<file path="config.mk">
export PLATFORM = sky130hd
export DESIGN_NAME = daq_top
export DESIGN_NICKNAME = d
export VERILOG_FILES = /design/src/source/axi_params_pkg.sv /design/src/source/daq_params_pkg.sv /design/src/source/axi_write_slave.sv /design/src/source/axi_read_slave.sv /design/src/source/reg_bus_arbiter.sv /design/src/source/daq_reg_bank.sv /design/src/source/dac_sample_gen.sv /design/src/source/daq_top.sv
export SDC_FILE = /design/constraint.sdc
export NUM_CORES = 1
export LEC_CHECK = 0
export BUFFER_PORTS_ARGS = -buffer_cell sky130_fd_sc_hd__buf_2
export CORE_ASPECT_RATIO = 0.9
export CORE_MARGIN = 2
export CORE_UTILIZATION = 40
export DETAILED_ROUTE_END_ITERATION = 8
export HOLD_SLACK_MARGIN = 0.1
export PLACE_DENSITY_LB_ADDON = 0.2
export SETUP_SLACK_MARGIN = 0.2
export SLEW_MARGIN = 15
export SYNTH_ARGS = -nofsm -noshare
export SYNTH_HDL_FRONTEND = slang
export SYNTH_SLANG_ARGS = --single-unit
</file>
<file path="constraint.sdc">
create_clock -name ps_clk -period 10.8 [get_ports ps_clk]
set_input_delay 1.08 -clock ps_clk [delete_from_list [all_inputs] [get_ports ps_clk]]
set_output_delay 1.08 -clock ps_clk [all_outputs]
set_load 0.01 [all_outputs]
</file>
<file path="src/source/axi_params_pkg.sv">
package axi_params_pkg;

    // PS channel widths
    localparam int A_BUS_WIDTH     = 16;
    localparam int WD_BUS_WIDTH    = 32;
    localparam int RESP_DATA_WIDTH = 2;

    // response codes, AXI encoding
    localparam logic [RESP_DATA_WIDTH-1:0] RESP_OKAY   = 2'd0;
    localparam logic [RESP_DATA_WIDTH-1:0] RESP_SLVERR = 2'd2;

    // one register access as seen by the bank port
    typedef struct packed {
        // set for writes, clear for reads
        logic                    we;
        // byte address, word aligned
        logic [A_BUS_WIDTH-1:0]  addr;
        // ignored on reads
        logic [WD_BUS_WIDTH-1:0] wdata;
    } reg_req_t;

    // bank answer, valid the cycle after the access
    typedef struct packed {
        // zero for writes and for failed reads
        logic [WD_BUS_WIDTH-1:0]    rdata;
        logic [RESP_DATA_WIDTH-1:0] resp;
    } reg_rsp_t;

endpackage

</file>
<file path="src/source/daq_params_pkg.sv">
package daq_params_pkg;

    // generator array
    localparam int DAC_NUM           = 2;
    localparam int SAMPLE_WIDTH      = 16;
    localparam int SAMPLES_PER_BATCH = 4;
    localparam int BATCH_WIDTH       = SAMPLE_WIDTH * SAMPLES_PER_BATCH;

    // galois feedback mask, right shifting
    localparam logic [SAMPLE_WIDTH-1:0] LFSR_TAPS = 16'hB400;

    // pl_rstn low pulse length and its counter
    localparam int PL_RST_CYCLES = 16;
    localparam int RST_CNT_WIDTH = $clog2(PL_RST_CYCLES + 1);

    // identity word
    localparam logic [31:0] DAQ_ID = 32'hDA0C_0001;

    // register map, byte addresses
    localparam int ADDR_RST_CMD = 'h00;
    localparam int ADDR_ID      = 'h04;
    localparam int DAC_BASE     = 'h10;
    localparam int DAC_STRIDE   = 'h10;
    // per dac offsets
    localparam int MODE_OFS     = 'h0;
    localparam int SEED_OFS     = 'h4;
    localparam int STEP_OFS     = 'h8;

    // generator modes, 3 acts as off
    localparam int MODE_WIDTH = 2;
    localparam logic [MODE_WIDTH-1:0] MODE_OFF  = 2'd0;
    localparam logic [MODE_WIDTH-1:0] MODE_RAMP = 2'd1;
    localparam logic [MODE_WIDTH-1:0] MODE_LFSR = 2'd2;

    // one generator's configuration
    typedef struct packed {
        logic [MODE_WIDTH-1:0]   mode;
        logic [SAMPLE_WIDTH-1:0] seed;
        // ramp increment per sample
        logic [SAMPLE_WIDTH-1:0] step;
    } dac_cfg_t;

endpackage

</file>
<file path="src/source/axi_write_slave.sv">
`timescale 1ns/10ps

module axi_write_slave import axi_params_pkg::*; (
    input  wire                        ps_clk,
    input  wire                        rst,
    input  wire [A_BUS_WIDTH-1:0]      waddr_packet,
    input  wire                        waddr_valid_packet,
    input  wire [WD_BUS_WIDTH-1:0]     wdata_packet,
    input  wire                        wdata_valid_packet,
    input  wire                        ps_wresp_rdy,
    input  wire                        grant,
    input  reg_rsp_t                   rsp,
    output logic                       req_valid,
    output reg_req_t                   req,
    output logic [RESP_DATA_WIDTH-1:0] wresp_out,
    output logic                       wresp_valid_out
);

    logic                       addr_held;
    logic                       data_held;
    logic [A_BUS_WIDTH-1:0]     addr_q;
    logic [WD_BUS_WIDTH-1:0]    data_q;
    // bank answer arrives this cycle
    logic                       rsp_first;
    logic [RESP_DATA_WIDTH-1:0] resp_q;

    // control flags
    always_ff @(posedge ps_clk) begin
        if (rst) begin
            addr_held       <= 1'b0;
            data_held       <= 1'b0;
            rsp_first       <= 1'b0;
            wresp_valid_out <= 1'b0;
        end else begin
            rsp_first <= grant;
            if (grant) begin
                // access done at this edge, response follows
                addr_held       <= 1'b0;
                data_held       <= 1'b0;
                wresp_valid_out <= 1'b1;
            end else begin
                // packets ignored while a response is pending
                if (waddr_valid_packet && !wresp_valid_out)
                    addr_held <= 1'b1;
                if (wdata_valid_packet && !wresp_valid_out)
                    data_held <= 1'b1;
                if (ps_wresp_rdy)
                    wresp_valid_out <= 1'b0;
            end
        end
    end

    // packet payloads, first strobe wins
    always_ff @(posedge ps_clk) begin
        if (waddr_valid_packet && !addr_held && !wresp_valid_out)
            addr_q <= waddr_packet;
        if (wdata_valid_packet && !data_held && !wresp_valid_out)
            data_q <= wdata_packet;
        if (rsp_first)
            resp_q <= rsp.resp;
    end

    // request once both halves are in
    always_comb begin
        req_valid = addr_held && data_held;
        req.we    = 1'b1;
        req.addr  = addr_q;
        req.wdata = data_q;
    end

    // live code in the first cycle, latched copy after
    assign wresp_out = rsp_first ? rsp.resp : resp_q;

endmodule

</file>
<file path="src/source/axi_read_slave.sv">
`timescale 1ns/10ps

module axi_read_slave import axi_params_pkg::*; (
    input  wire                        ps_clk,
    input  wire                        rst,
    input  wire [A_BUS_WIDTH-1:0]      raddr_packet,
    input  wire                        raddr_valid_packet,
    input  wire                        ps_read_rdy,
    input  wire                        grant,
    input  reg_rsp_t                   rsp,
    output logic                       req_valid,
    output reg_req_t                   req,
    output logic [WD_BUS_WIDTH-1:0]    rdata_packet,
    output logic                       rdata_valid_out,
    output logic [RESP_DATA_WIDTH-1:0] rresp_out,
    output logic                       rresp_valid_out
);

    logic                   addr_held;
    logic [A_BUS_WIDTH-1:0] addr_q;
    // data and response share one valid
    logic                   resp_valid;
    logic                   rsp_first;
    reg_rsp_t               rsp_q;

    always_ff @(posedge ps_clk) begin
        if (rst) begin
            addr_held  <= 1'b0;
            resp_valid <= 1'b0;
            rsp_first  <= 1'b0;
        end else begin
            rsp_first <= grant;
            if (grant) begin
                addr_held  <= 1'b0;
                resp_valid <= 1'b1;
            end else begin
                // new address only when idle
                if (raddr_valid_packet && !resp_valid)
                    addr_held <= 1'b1;
                if (ps_read_rdy)
                    resp_valid <= 1'b0;
            end
        end
    end

    always_ff @(posedge ps_clk) begin
        if (raddr_valid_packet && !addr_held && !resp_valid)
            addr_q <= raddr_packet;
        // keep the answer for the rest of the hold
        if (rsp_first)
            rsp_q <= rsp;
    end

    always_comb begin
        req_valid = addr_held;
        req.we    = 1'b0;
        req.addr  = addr_q;
        req.wdata = '0;
    end

    assign rdata_packet    = rsp_first ? rsp.rdata : rsp_q.rdata;
    assign rresp_out       = rsp_first ? rsp.resp : rsp_q.resp;
    assign rdata_valid_out = resp_valid;
    assign rresp_valid_out = resp_valid;

endmodule

</file>
<file path="src/source/reg_bus_arbiter.sv">
`timescale 1ns/10ps

module reg_bus_arbiter import axi_params_pkg::*; (
    input  wire      ps_clk,
    input  wire      rst,
    input  wire      wr_req_valid,
    input  reg_req_t wr_req,
    input  wire      rd_req_valid,
    input  reg_req_t rd_req,
    input  reg_rsp_t bank_rsp,
    output logic     wr_grant,
    output logic     rd_grant,
    output logic     bank_req_valid,
    output reg_req_t bank_req,
    output reg_rsp_t wr_rsp,
    output reg_rsp_t rd_rsp
);

    // writer won the last contested or uncontested grant
    logic last_wr;
    // writer owns the bank answer of this cycle
    logic owner_wr;

    // same cycle grant, loser of last round first on contention
    always_comb begin
        wr_grant       = wr_req_valid && (!rd_req_valid || !last_wr);
        rd_grant       = rd_req_valid && !wr_grant;
        bank_req_valid = wr_grant || rd_grant;
        bank_req       = wr_grant ? wr_req : rd_req;
    end

    always_ff @(posedge ps_clk) begin
        if (rst) begin
            last_wr  <= 1'b0;
            owner_wr <= 1'b0;
        end else begin
            if (bank_req_valid)
                last_wr <= wr_grant;
            owner_wr <= wr_grant;
        end
    end

    // steer answer to whoever was granted one cycle back
    always_comb begin
        wr_rsp = '0;
        rd_rsp = '0;
        if (owner_wr)
            wr_rsp = bank_rsp;
        else
            rd_rsp = bank_rsp;
    end

endmodule

</file>
<file path="src/source/daq_reg_bank.sv">
`timescale 1ns/10ps

module daq_reg_bank import axi_params_pkg::*, daq_params_pkg::*; (
    input  wire                     ps_clk,
    input  wire                     rst,
    input  wire                     req_valid,
    input  reg_req_t                req,
    output reg_rsp_t                rsp,
    output dac_cfg_t [DAC_NUM-1:0]  dac_cfg,
    output logic [DAC_NUM-1:0]      dac_reload,
    output logic                    pl_rstn
);

    // address decode
    logic [DAC_NUM-1:0]       sel_mode;
    logic [DAC_NUM-1:0]       sel_seed;
    logic [DAC_NUM-1:0]       sel_step;
    logic                     sel_rst;
    logic                     sel_id;
    logic                     wr_ok;
    logic                     rd_ok;
    logic [WD_BUS_WIDTH-1:0]  rd_data;
    // per dac write seen last edge
    logic [DAC_NUM-1:0]       wr_hit;
    logic [RST_CNT_WIDTH-1:0] rst_cnt;

    always_comb begin
        int dac_base;
        sel_rst = (req.addr == A_BUS_WIDTH'(ADDR_RST_CMD));
        sel_id  = (req.addr == A_BUS_WIDTH'(ADDR_ID));
        rd_data = '0;
        if (sel_id)
            rd_data = DAQ_ID;
        for (int i = 0; i < DAC_NUM; i++) begin
            dac_base    = DAC_BASE + i * DAC_STRIDE;
            sel_mode[i] = (req.addr == A_BUS_WIDTH'(dac_base + MODE_OFS));
            sel_seed[i] = (req.addr == A_BUS_WIDTH'(dac_base + SEED_OFS));
            sel_step[i] = (req.addr == A_BUS_WIDTH'(dac_base + STEP_OFS));
            // fields zero extended on read
            if (sel_mode[i])
                rd_data = WD_BUS_WIDTH'(dac_cfg[i].mode);
            if (sel_seed[i])
                rd_data = WD_BUS_WIDTH'(dac_cfg[i].seed);
            if (sel_step[i])
                rd_data = WD_BUS_WIDTH'(dac_cfg[i].step);
        end
        // rst cmd is write only, id read only
        wr_ok = sel_rst || (|sel_mode) || (|sel_seed) || (|sel_step);
        rd_ok = sel_id || (|sel_mode) || (|sel_seed) || (|sel_step);
    end

    // config fields, reset command and reload detect
    always_ff @(posedge ps_clk) begin
        if (rst) begin
            for (int i = 0; i < DAC_NUM; i++) begin
                dac_cfg[i].mode <= MODE_OFF;
                dac_cfg[i].seed <= '0;
                dac_cfg[i].step <= '0;
            end
            wr_hit  <= '0;
            rst_cnt <= '0;
        end else begin
            for (int i = 0; i < DAC_NUM; i++) begin
                wr_hit[i] <= req_valid && req.we && (sel_mode[i] || sel_seed[i] || sel_step[i]);
                if (req_valid && req.we && sel_mode[i])
                    dac_cfg[i].mode <= req.wdata[MODE_WIDTH-1:0];
                if (req_valid && req.we && sel_seed[i])
                    dac_cfg[i].seed <= req.wdata[SAMPLE_WIDTH-1:0];
                if (req_valid && req.we && sel_step[i])
                    dac_cfg[i].step <= req.wdata[SAMPLE_WIDTH-1:0];
            end
            // countdown, pl_rstn low while nonzero
            if (req_valid && req.we && sel_rst)
                rst_cnt <= RST_CNT_WIDTH'(PL_RST_CYCLES);
            else if (rst_cnt != '0)
                rst_cnt <= rst_cnt - 1'b1;
        end
    end

    // answer registered for the cycle after the access
    always_ff @(posedge ps_clk) begin
        if (req_valid) begin
            rsp.rdata <= req.we ? '0 : rd_data;
            rsp.resp  <= (req.we ? wr_ok : rd_ok) ? RESP_OKAY : RESP_SLVERR;
        end
    end

    assign pl_rstn = (rst_cnt == '0);

    // whole array reloads during the pulse
    assign dac_reload = wr_hit | {DAC_NUM{!pl_rstn}};

endmodule

</file>
<file path="src/source/dac_sample_gen.sv">
`timescale 1ns/10ps

module dac_sample_gen import daq_params_pkg::*; (
    input  wire                    ps_clk,
    input  wire                    rst,
    input  dac_cfg_t               cfg,
    input  wire                    reload,
    input  wire                    dac_rdy,
    output logic [BATCH_WIDTH-1:0] batch,
    output logic                   batch_valid
);

    // first sample base for ramp, shift register for lfsr
    logic [SAMPLE_WIDTH-1:0] state;
    logic [SAMPLE_WIDTH-1:0] next_state;
    logic                    run_ramp;
    logic                    run_lfsr;

    assign run_ramp = (cfg.mode == MODE_RAMP);
    assign run_lfsr = (cfg.mode == MODE_LFSR);

    // off and mode 3 give no output
    assign batch_valid = !reload && (run_ramp || run_lfsr);

    // unrolled batch, sample 0 in the low bits
    always_comb begin
        logic [SAMPLE_WIDTH-1:0] ramp;
        logic [SAMPLE_WIDTH-1:0] lfsr;
        ramp  = state;
        lfsr  = state;
        batch = '0;
        for (int k = 0; k < SAMPLES_PER_BATCH; k++) begin
            // galois step, feedback on the bit shifted out
            lfsr = {1'b0, lfsr[SAMPLE_WIDTH-1:1]} ^ (lfsr[0] ? LFSR_TAPS : '0);
            if (run_lfsr)
                batch[k*SAMPLE_WIDTH +: SAMPLE_WIDTH] = lfsr;
            else
                batch[k*SAMPLE_WIDTH +: SAMPLE_WIDTH] = ramp;
            // wraps mod 2^16
            ramp = ramp + cfg.step;
        end
        // ramp ends one batch ahead, lfsr on its last sample
        next_state = run_lfsr ? lfsr : ramp;
    end

    always_ff @(posedge ps_clk) begin
        if (rst)
            state <= '0;
        else if (reload)
            state <= cfg.seed;
        // advance only on an accepted batch
        else if (batch_valid && dac_rdy)
            state <= next_state;
    end

endmodule

</file>
<file path="src/source/daq_top.sv">
`timescale 1ns/10ps

module daq_top import axi_params_pkg::*, daq_params_pkg::*; (
    input  wire                                  ps_clk,
    input  wire                                  rst,
    // dac side
    input  wire [DAC_NUM-1:0]                    dac_rdys,
    output logic [DAC_NUM-1:0][BATCH_WIDTH-1:0]  dac_batches,
    output logic [DAC_NUM-1:0]                   valid_dac_batches,
    output logic                                 pl_rstn,
    // ps side
    input  wire [A_BUS_WIDTH-1:0]                raddr_packet,
    input  wire                                  raddr_valid_packet,
    input  wire [A_BUS_WIDTH-1:0]                waddr_packet,
    input  wire                                  waddr_valid_packet,
    input  wire [WD_BUS_WIDTH-1:0]               wdata_packet,
    input  wire                                  wdata_valid_packet,
    input  wire                                  ps_wresp_rdy,
    input  wire                                  ps_read_rdy,
    output logic [RESP_DATA_WIDTH-1:0]           wresp_out,
    output logic                                 wresp_valid_out,
    output logic [RESP_DATA_WIDTH-1:0]           rresp_out,
    output logic                                 rresp_valid_out,
    output logic [WD_BUS_WIDTH-1:0]              rdata_packet,
    output logic                                 rdata_valid_out
);

    // handler to arbiter
    logic     wr_req_valid;
    logic     rd_req_valid;
    reg_req_t wr_req;
    reg_req_t rd_req;
    logic     wr_grant;
    logic     rd_grant;
    reg_rsp_t wr_rsp;
    reg_rsp_t rd_rsp;
    // arbiter to bank
    logic     bank_req_valid;
    reg_req_t bank_req;
    reg_rsp_t bank_rsp;
    // bank to generators
    dac_cfg_t [DAC_NUM-1:0] dac_cfg;
    logic [DAC_NUM-1:0]     dac_reload;

    axi_write_slave i_axi_write_slave (
        .ps_clk(ps_clk), .rst(rst),
        .waddr_packet(waddr_packet), .waddr_valid_packet(waddr_valid_packet),
        .wdata_packet(wdata_packet), .wdata_valid_packet(wdata_valid_packet),
        .ps_wresp_rdy(ps_wresp_rdy), .grant(wr_grant), .rsp(wr_rsp),
        .req_valid(wr_req_valid), .req(wr_req),
        .wresp_out(wresp_out), .wresp_valid_out(wresp_valid_out)
    );

    axi_read_slave i_axi_read_slave (
        .ps_clk(ps_clk), .rst(rst),
        .raddr_packet(raddr_packet), .raddr_valid_packet(raddr_valid_packet),
        .ps_read_rdy(ps_read_rdy), .grant(rd_grant), .rsp(rd_rsp),
        .req_valid(rd_req_valid), .req(rd_req),
        .rdata_packet(rdata_packet), .rdata_valid_out(rdata_valid_out),
        .rresp_out(rresp_out), .rresp_valid_out(rresp_valid_out)
    );

    reg_bus_arbiter i_reg_bus_arbiter (
        .ps_clk(ps_clk), .rst(rst),
        .wr_req_valid(wr_req_valid), .wr_req(wr_req),
        .rd_req_valid(rd_req_valid), .rd_req(rd_req),
        .bank_rsp(bank_rsp),
        .wr_grant(wr_grant), .rd_grant(rd_grant),
        .bank_req_valid(bank_req_valid), .bank_req(bank_req),
        .wr_rsp(wr_rsp), .rd_rsp(rd_rsp)
    );

    daq_reg_bank i_daq_reg_bank (
        .ps_clk(ps_clk), .rst(rst),
        .req_valid(bank_req_valid), .req(bank_req), .rsp(bank_rsp),
        .dac_cfg(dac_cfg), .dac_reload(dac_reload), .pl_rstn(pl_rstn)
    );

    // one generator per dac channel
    for (genvar i = 0; i < DAC_NUM; i++) begin : g_dac
        dac_sample_gen i_dac_sample_gen (
            .ps_clk(ps_clk), .rst(rst),
            .cfg(dac_cfg[i]), .reload(dac_reload[i]), .dac_rdy(dac_rdys[i]),
            .batch(dac_batches[i]), .batch_valid(valid_dac_batches[i])
        );
    end

endmodule

</file>
==> results of run 1 <==
## per-layer routing
layer	global-route usage (%)	routed length (um)	vias to the layer above
met2	37.8	21500	422
li1	-	-	6850
met3	3.82	2870	60
met4	5.11	856	2
met1	32.8	22100	6498
met5	0	16	-
## power groups by stage
| stage | Combinational (uW) | Sequential, uW | Clock [uW] |
|---|---|---|---|
| finish | 1470 | 991 | 728 |
| global route | 1630 | 998 | 774 |
| CTS | 1470 | 988 | 742 |
| detailed placement | 1460 | 1000 | 0 |
| global placement | 1450 | 1000 | 0 |
| floorplan | 1040 | 949 | 0 |
## metrics by stage
step / worst slack, ns / cells
6_report: 3.31 / 2496
5_1_grt: 2.83 / 2496
4_1_cts: 3.29 / 2496
3_5_place_dp: 3.85 / 2456
3_3_place_gp: 3.93 / 2456
2_1_floorplan: 4.88 / 1835
## sequential cells by signal, indices dropped and copies added (netlist names), 2 cells and up
signal,flops
i_axi_read_slave.rsp_q,18
i_axi_write_slave.addr_q,16
i_axi_write_slave.resp_q,2
i_axi_write_slave.data_q,16
i_daq_reg_bank.wr_hit,2
i_daq_reg_bank.dac_cfg,68
i_daq_reg_bank.rsp,18
i_daq_reg_bank.rst_cnt,5
g_dac.i_dac_sample_gen.state,32
i_axi_read_slave.addr_q,16
## cell usage in the layout, fill, tap and decap left out, types with 20 or more instances in the layout
cell / count
a21bo_2: 24
a21o_1: 32
a21oi_1: 182
buf_2: 215
buf_4: 20
clkbuf_16: 23
dfxtp_1: 117
edfxtp_1: 84
ha_1: 134
inv_1: 74
mux2_2: 28
nand2_1: 300
nand3_1: 37
nor2_1: 136
nor2b_1: 39
nor3_1: 54
nor4_1: 26
o21a_1: 31
o21ai_0: 84
xnor2_1: 85
xor2_1: 34
## critical path, cell delays in order, from the launching register on
cell,delay (ns)
dfxtp_1,0.70
ha_1,0.34
a21oi_1,0.22
o211ai_1,0.15
o41ai_1,0.69
nor2b_1,0.09
o21ai_0,0.17
nand2b_1,0.11
xor2_1,0.18
ha_1,0.39
nand2_1,0.08
o311a_1,0.39
nand2b_1,0.10
a21oi_1,0.08
xnor2_1,0.19
ha_1,0.30
or4_1,0.58
a311oi_1,0.29
o21bai_1,0.15
xor2_1,0.18
xnor2_1,0.14
mux2_2,0.26
buf_2,0.14
## path summary, 6_finish.rpt
path,start,end,depth (start not counted)
worst min register to register,i_axi_write_slave.resp_q[0]$_DFF_P_,i_axi_write_slave.resp_q[0]$_DFF_P_,1
worst max register to register,g_dac[0].i_dac_sample_gen.state[0]$_SDFFE_PP0P_,g_dac[0].i_dac_sample_gen.state[15]$_SDFFE_PP0P_,27
worst min-delay path,i_axi_write_slave.resp_q[0]$_DFF_P_,i_axi_write_slave.resp_q[0]$_DFF_P_,1
worst max-delay path,i_daq_reg_bank.dac_cfg[35]$_SDFFE_PP0P_,dac_batches[127],22
## kinds of logic (layout without fill, tap and decap cells)
kind of cell | Yosys count | count (layout) | share of synthesized area [%]
multiplexers | 37 | 37 | 2.68
AO/OA/AOI/OAI | 489 | 489 | 21.1
AND/OR/NAND/NOR | 661 | 661 | 19.8
other | 1 | 10 | 0.0248
buffers and inverters | 171 | 349 | 4.74
XOR/XNOR | 122 | 122 | 7.26
adder cells (fa/ha/maj) | 144 | 144 | 12.3
flip-flops | 201 | 201 | 32.1
## cell type report
type	count	area share [%]
clock inverter	8	0.397
timing repair buffer	235	7.08
inverter	74	1.60
multi-input combinational	1463	55.7
sequential	201	28.1
tap	483	3.49
clock buffer	32	3.59
==> results.sh, run 1 <==
export IMPL_outcome="completed"
export IMPL_rows=67
export IMPL_grt_pass1_vias=13200
export IMPL_die_x_um=209
export IMPL_fmax_mhz=133
export IMPL_criticalPathCategory="flip-flop to output pin"
export IMPL_nFillCells=3739
export IMPL_synth_edf_count=84
export IMPL_grt_use_total_pct=23.4
export IMPL_cts_sinks=201
export IMPL_cts_setup_buffers=0
export IMPL_grt_overflow=0
export IMPL_initial_utilization_pct=40.6
export IMPL_synth_avg_cell_area_um2=8.29
export IMPL_hold_violations=0
export IMPL_cts_resized_gates=0
export IMPL_ys_warn_count=0
export IMPL_power_switching_uw=1260
export IMPL_maxSlewViolCount=0
export IMPL_reg2reg_setup_slack_ns=4.12
export IMPL_ant_nets=0
export IMPL_finalWirelength_um=47400
export IMPL_ios=243
export IMPL_tightest_slew_ns=1.16
export IMPL_port_buffer_count=216
export IMPL_antenna_found_initial=1
export IMPL_fin_skew_ns=0.0127
export IMPL_syn2layout_area_growth_pct=14.4
export IMPL_synth_ff_type="dfxtp_1"
export IMPL_die_area_um2=39400
export IMPL_cts_buffer_depth=3
export IMPL_rsz0062_at_grt="no"
export IMPL_clkPwrFrac_pct=22.8
export IMPL_ys_ff_latch=201
export IMPL_power_density_nw_per_um2=184
export IMPL_first_iter_violations=1323
export IMPL_synthTopCellsByArea="edfxtp_1 17%, dfxtp_1 15%, ha_1 11%"
export IMPL_num_vias=13800
export IMPL_drt_first_pass_iters=6
export IMPL_p_leak_uw=0.00782
export IMPL_netlist_top_cells_count="300 x nand2_1, 182 x a21oi_1, 137 x nor2_1"
export IMPL_cts_tree="yes"
export IMPL_holdBufCountCts=0
export IMPL_syn_cell_area_um2=15100
export IMPL_ir_worst_vdd_mv=0.134
export IMPL_arrival_ns=6.41
export IMPL_finalCriticalPeriod_ns=7.49
export IMPL_synthArstFlopShare_pct=0
export IMPL_finish_utilization_pct=46.4
export IMPL_multi_input_area_um2=9650
export IMPL_critPathLaunchType="flip-flop"
export IMPL_endpoint_kind="output pin"
export IMPL_p_seq_share_pct=31.1
export IMPL_diodes=0
export IMPL_p_total_uw=3190
export IMPL_path_clk_slew_ns=0.06
export IMPL_regArea_um2=4860
export IMPL_wl_per_cell_um=19.0
export IMPL_final_nets=2214
export IMPL_placeableCoreArea_um2=37300
export IMPL_crit_path_max_fanout=9
export IMPL_die_h_um=189
export IMPL_grt_pass1_wl_um=73600
export IMPL_grt_max_degree=78
export IMPL_drive_gt1_share_pct=17.4
export IMPL_pwr_share_comb_pct=46.1
export IMPL_ys_types=81
export IMPL_synth_seq_area_share_pct=32.1
export IMPL_maxCapViolCount=0
export IMPL_worst_skew_pair_late_latency_ns=0.50
export IMPL_crit_required_ns=9.72
export IMPL_cts_root_buf="clkbuf_16"
export IMPL_hpwl_um=36500
export IMPL_hold_ws_ns=0.463
export IMPL_slew_headroom_pct=22.0
export IMPL_synth_top_area_cell="edfxtp_1"
export IMPL_intPower_uw=1930
export IMPL_p_sw_share_pct=39.6
export IMPL_remaining_drc_errors=0
export IMPL_viasPerCell=5.54
export IMPL_gp_congestion=0.920
export IMPL_report_final_setup_viol=0
export IMPL_setup_tns_ns=0
export IMPL_cts_buffers=22
export IMPL_postLayoutCellArea_um2=17300
export IMPL_syn_instance_count=1826
export IMPL_hold_path_class="flip-flop to flip-flop"
export IMPL_synth_top_area_share_pct=16.7
export IMPL_period_share_pct=69.4
export IMPL_synth_most_common_cell="nand2_1"
export IMPL_dpl_cell_area_um2=16600
export IMPL_htreeDepth=1
Power figures use the tool's default switching activity.
==> run 2: changes to the inputs <==
Settings changed: ABC_AREA set to 1.
Clock period 10.8 ns to 6.5 ns, I/O delays scaled along.
==> results.sh, run 2 <==
export IMPL_nFillCells=3925
export IMPL_port_buffer_count=216
export IMPL_crit_top_cell="nand2_1"
export IMPL_power_switching_uw=1600
export IMPL_crit_path_max_fanout=4
export IMPL_grt_pass1_wl_um=79300
export IMPL_rows=68
export IMPL_synth_most_common_cell="nand2_1"
export IMPL_hpwl_um=40900
export IMPL_ios=243
export IMPL_drive_gt1_share_pct=16.9
export IMPL_largest_reg_flops=68
export IMPL_syn2layout_area_growth_pct=16.0
export IMPL_worst_skew_pair_late_latency_ns=0.52
export IMPL_die_area_um2=40200
export IMPL_die_x_um=211
export IMPL_arrival_ns=5.45
export IMPL_rsz0062_at_grt="yes"
export IMPL_finish_utilization_pct=46.9
export IMPL_synthArstFlopShare_pct=0
export IMPL_synth_ff_type="dfxtp_1"
export IMPL_cts_buffer_depth=3
export IMPL_ys_warn_count=0
export IMPL_grt_pass1_vias=14000
export IMPL_netlist_top_cells_count="486 x nand2_1, 248 x inv_1, 191 x a21oi_1"
export IMPL_hold_path_class="primary input to flip-flop"
export IMPL_ys_ff_latch=201
export IMPL_pwr_share_comb_pct=35.9
export IMPL_fmax_mhz=164
export IMPL_syn_cell_area_um2=15400
export IMPL_cts_tree="yes"
export IMPL_finalWirelength_um=52000
export IMPL_num_vias=15500
export IMPL_maxSlewViolCount=0
export IMPL_grt_max_degree=98
export IMPL_cts_buffers=21
export IMPL_die_h_um=190
export IMPL_report_final_setup_viol=0
export IMPL_slew_headroom_pct=24.6
export IMPL_wl_per_cell_um=18.5
export IMPL_intPower_uw=2700
export IMPL_tightest_slew_ns=1.13
export IMPL_cts_root_buf="clkbuf_16"
export IMPL_power_density_nw_per_um2=240
export IMPL_grt_overflow=0
export IMPL_final_nets=2528
export IMPL_synth_avg_cell_area_um2=7.31
export IMPL_regMostFlops="i_daq_reg_bank.dac_cfg"
export IMPL_path_clk_slew_ns=0.06
export IMPL_htreeDepth=1
export IMPL_largest_registers="i_daq_reg_bank.dac_cfg (68), g_dac.i_dac_sample_gen.state (32)"
export IMPL_critPathLaunchType="flip-flop"
export IMPL_ys_types=53
export IMPL_crit_required_ns=5.85
export IMPL_criticalPathCategory="flip-flop to output pin"
export IMPL_setup_tns_ns=0
export IMPL_grt_use_total_pct=25.1
export IMPL_first_iter_violations=1361
export IMPL_p_leak_uw=0.00906
export IMPL_ant_nets=0
export IMPL_gp_congestion=0.952
export IMPL_p_total_uw=4300
export IMPL_outcome="completed"
export IMPL_viasPerCell=5.50
export IMPL_endpoint_kind="output pin"
export IMPL_antenna_found_initial=0
export IMPL_p_sw_share_pct=37.3
export IMPL_fin_skew_ns=0.0228
export IMPL_critical_path_slowest_cell="dfxtp_1"
export IMPL_remaining_drc_errors=0
export IMPL_hold_violations=0
export IMPL_finalCriticalPeriod_ns=6.10
export IMPL_holdBufCountCts=0
export IMPL_maxCapViolCount=0
export IMPL_ir_worst_vdd_mv=0.231
export IMPL_syn_instance_count=2113
export IMPL_mostFrequentLayoutCell="nand2_1"
export IMPL_period_share_pct=93.8
export IMPL_initial_utilization_pct=40.4
export IMPL_drt_first_pass_iters=5
export IMPL_diodes=0
export IMPL_synth_top_area_cell="edfxtp_1"
export IMPL_cts_sinks=201
export IMPL_p_seq_share_pct=35.4
export IMPL_critPathMaxStageDelay_ns=0.36
export IMPL_clkPwrFrac_pct=28.7
export IMPL_synth_edf_count=84
export IMPL_synth_seq_area_share_pct=31.5
export IMPL_synth_top_area_share_pct=16.3
export IMPL_placeableCoreArea_um2=38200
export IMPL_final_cell_mix="481 x nand2_1, 246 x inv_1, 216 x buf_2"
export IMPL_synthTopCellsByArea="edfxtp_1 16%, dfxtp_1 15%, nand2_1 12%"
run 2: logic make-up (layout without fill, tap and decap cells):
logic type,count (synthesis),count (layout),synth area share (%)
AND/OR/NAND/NOR,793,793,21.6
AO/OA/AOI/OAI,524,524,19.5
buffers and inverters,345,548,9.08
flip-flops,201,201,31.5
adder cells (fa/ha/maj),144,144,12.1
XOR/XNOR,87,87,4.94
multiplexers,18,18,1.31
other,1,10,0.0243
run 2: cell type report:
class	count	area, um2	share of cell area [%]
Clock inverter	10	134	0.748
Multi-Input combinational cell	1576	9390	52.5
Sequential cell	201	4870	27.2
Clock buffer	27	558	3.12
Inverter	256	963	5.38
Tap cell	490	613	3.42
Timing Repair Buffer	255	1370	7.67
run 2: worst paths after layout:
kind | from | to | slack [ns] | cells past startpoint
hold / removal | raddr_packet[5] | i_axi_read_slave.addr_q[5]$_DFFE_PP_ | 0.30 | 1
setup reg to reg | i_daq_reg_bank.dac_cfg[34]$_SDFFE_PP0P_ | g_dac[1].i_dac_sample_gen.state[15]$_SDFFE_PP0P_ | 0.53 | 35
setup / recovery | g_dac[0].i_dac_sample_gen.state[6]$_SDFFE_PP0P_ | dac_batches[63] | 0.40 | 28
hold reg to reg | i_axi_write_slave.resp_q[0]$_DFF_P_ | i_axi_write_slave.resp_q[0]$_DFF_P_ | 0.42 | 2
run 2: layer usage:
| metal | up-vias | track usage, % | share of wire, % |
|---|---|---|---|
| met5 | - | 0 | 0 |
| met4 | 0 | 7.15 | 2.7 |
| met3 | 94 | 4.17 | 7.7 |
| met2 | 588 | 37.1 | 42 |
| met1 | 7240 | 37.4 | 47 |
| li1 | 7552 | - | - |
run 2: power by group through the flow:
stage          logic (uW)  registers [uW]  clock network [uW]
2_1_floorplan        1040            1510                   0
3_3_place_gp         1490            1550                   0
3_5_place_dp         1510            1550                   0
4_1_cts              1520            1520                1250
5_1_grt              1720            1530                1310
6_report             1550            1520                1230
run 2: stage by stage:
stage	setup slack (ns)	std cells	hold slack [ns]	area, um2
after floorplan	1.44	2122	0.438	15500
after global placement	0.374	2773	0.408	17000
after detailed placement	0.250	2773	0.407	17000
after CTS	0.248	2810	0.288	17700
after global routing	0.0784	2815	0.289	17900
final	0.402	2815	0.302	17900
run 2: worst max-delay path, delay by kind of cell, from the launching register on:
kind	cells	cell delay (ns)
AO/OA/AOI/OAI	6	1.18
flip-flops	1	0.36
adder cells (fa/ha/maj)	3	1.00
XOR/XNOR	2	0.51
buffers and inverters	3	0.28
AND/OR/NAND/NOR	14	1.60
run 2: what timing repair did:
action | in CTS | in global routing
resized for setup | 1 | 40
pin swaps | 0 | 6
endpoints found under the setup margin | 1 | 15
buffers inserted | 0 | 5
gates cloned | 0 | 0
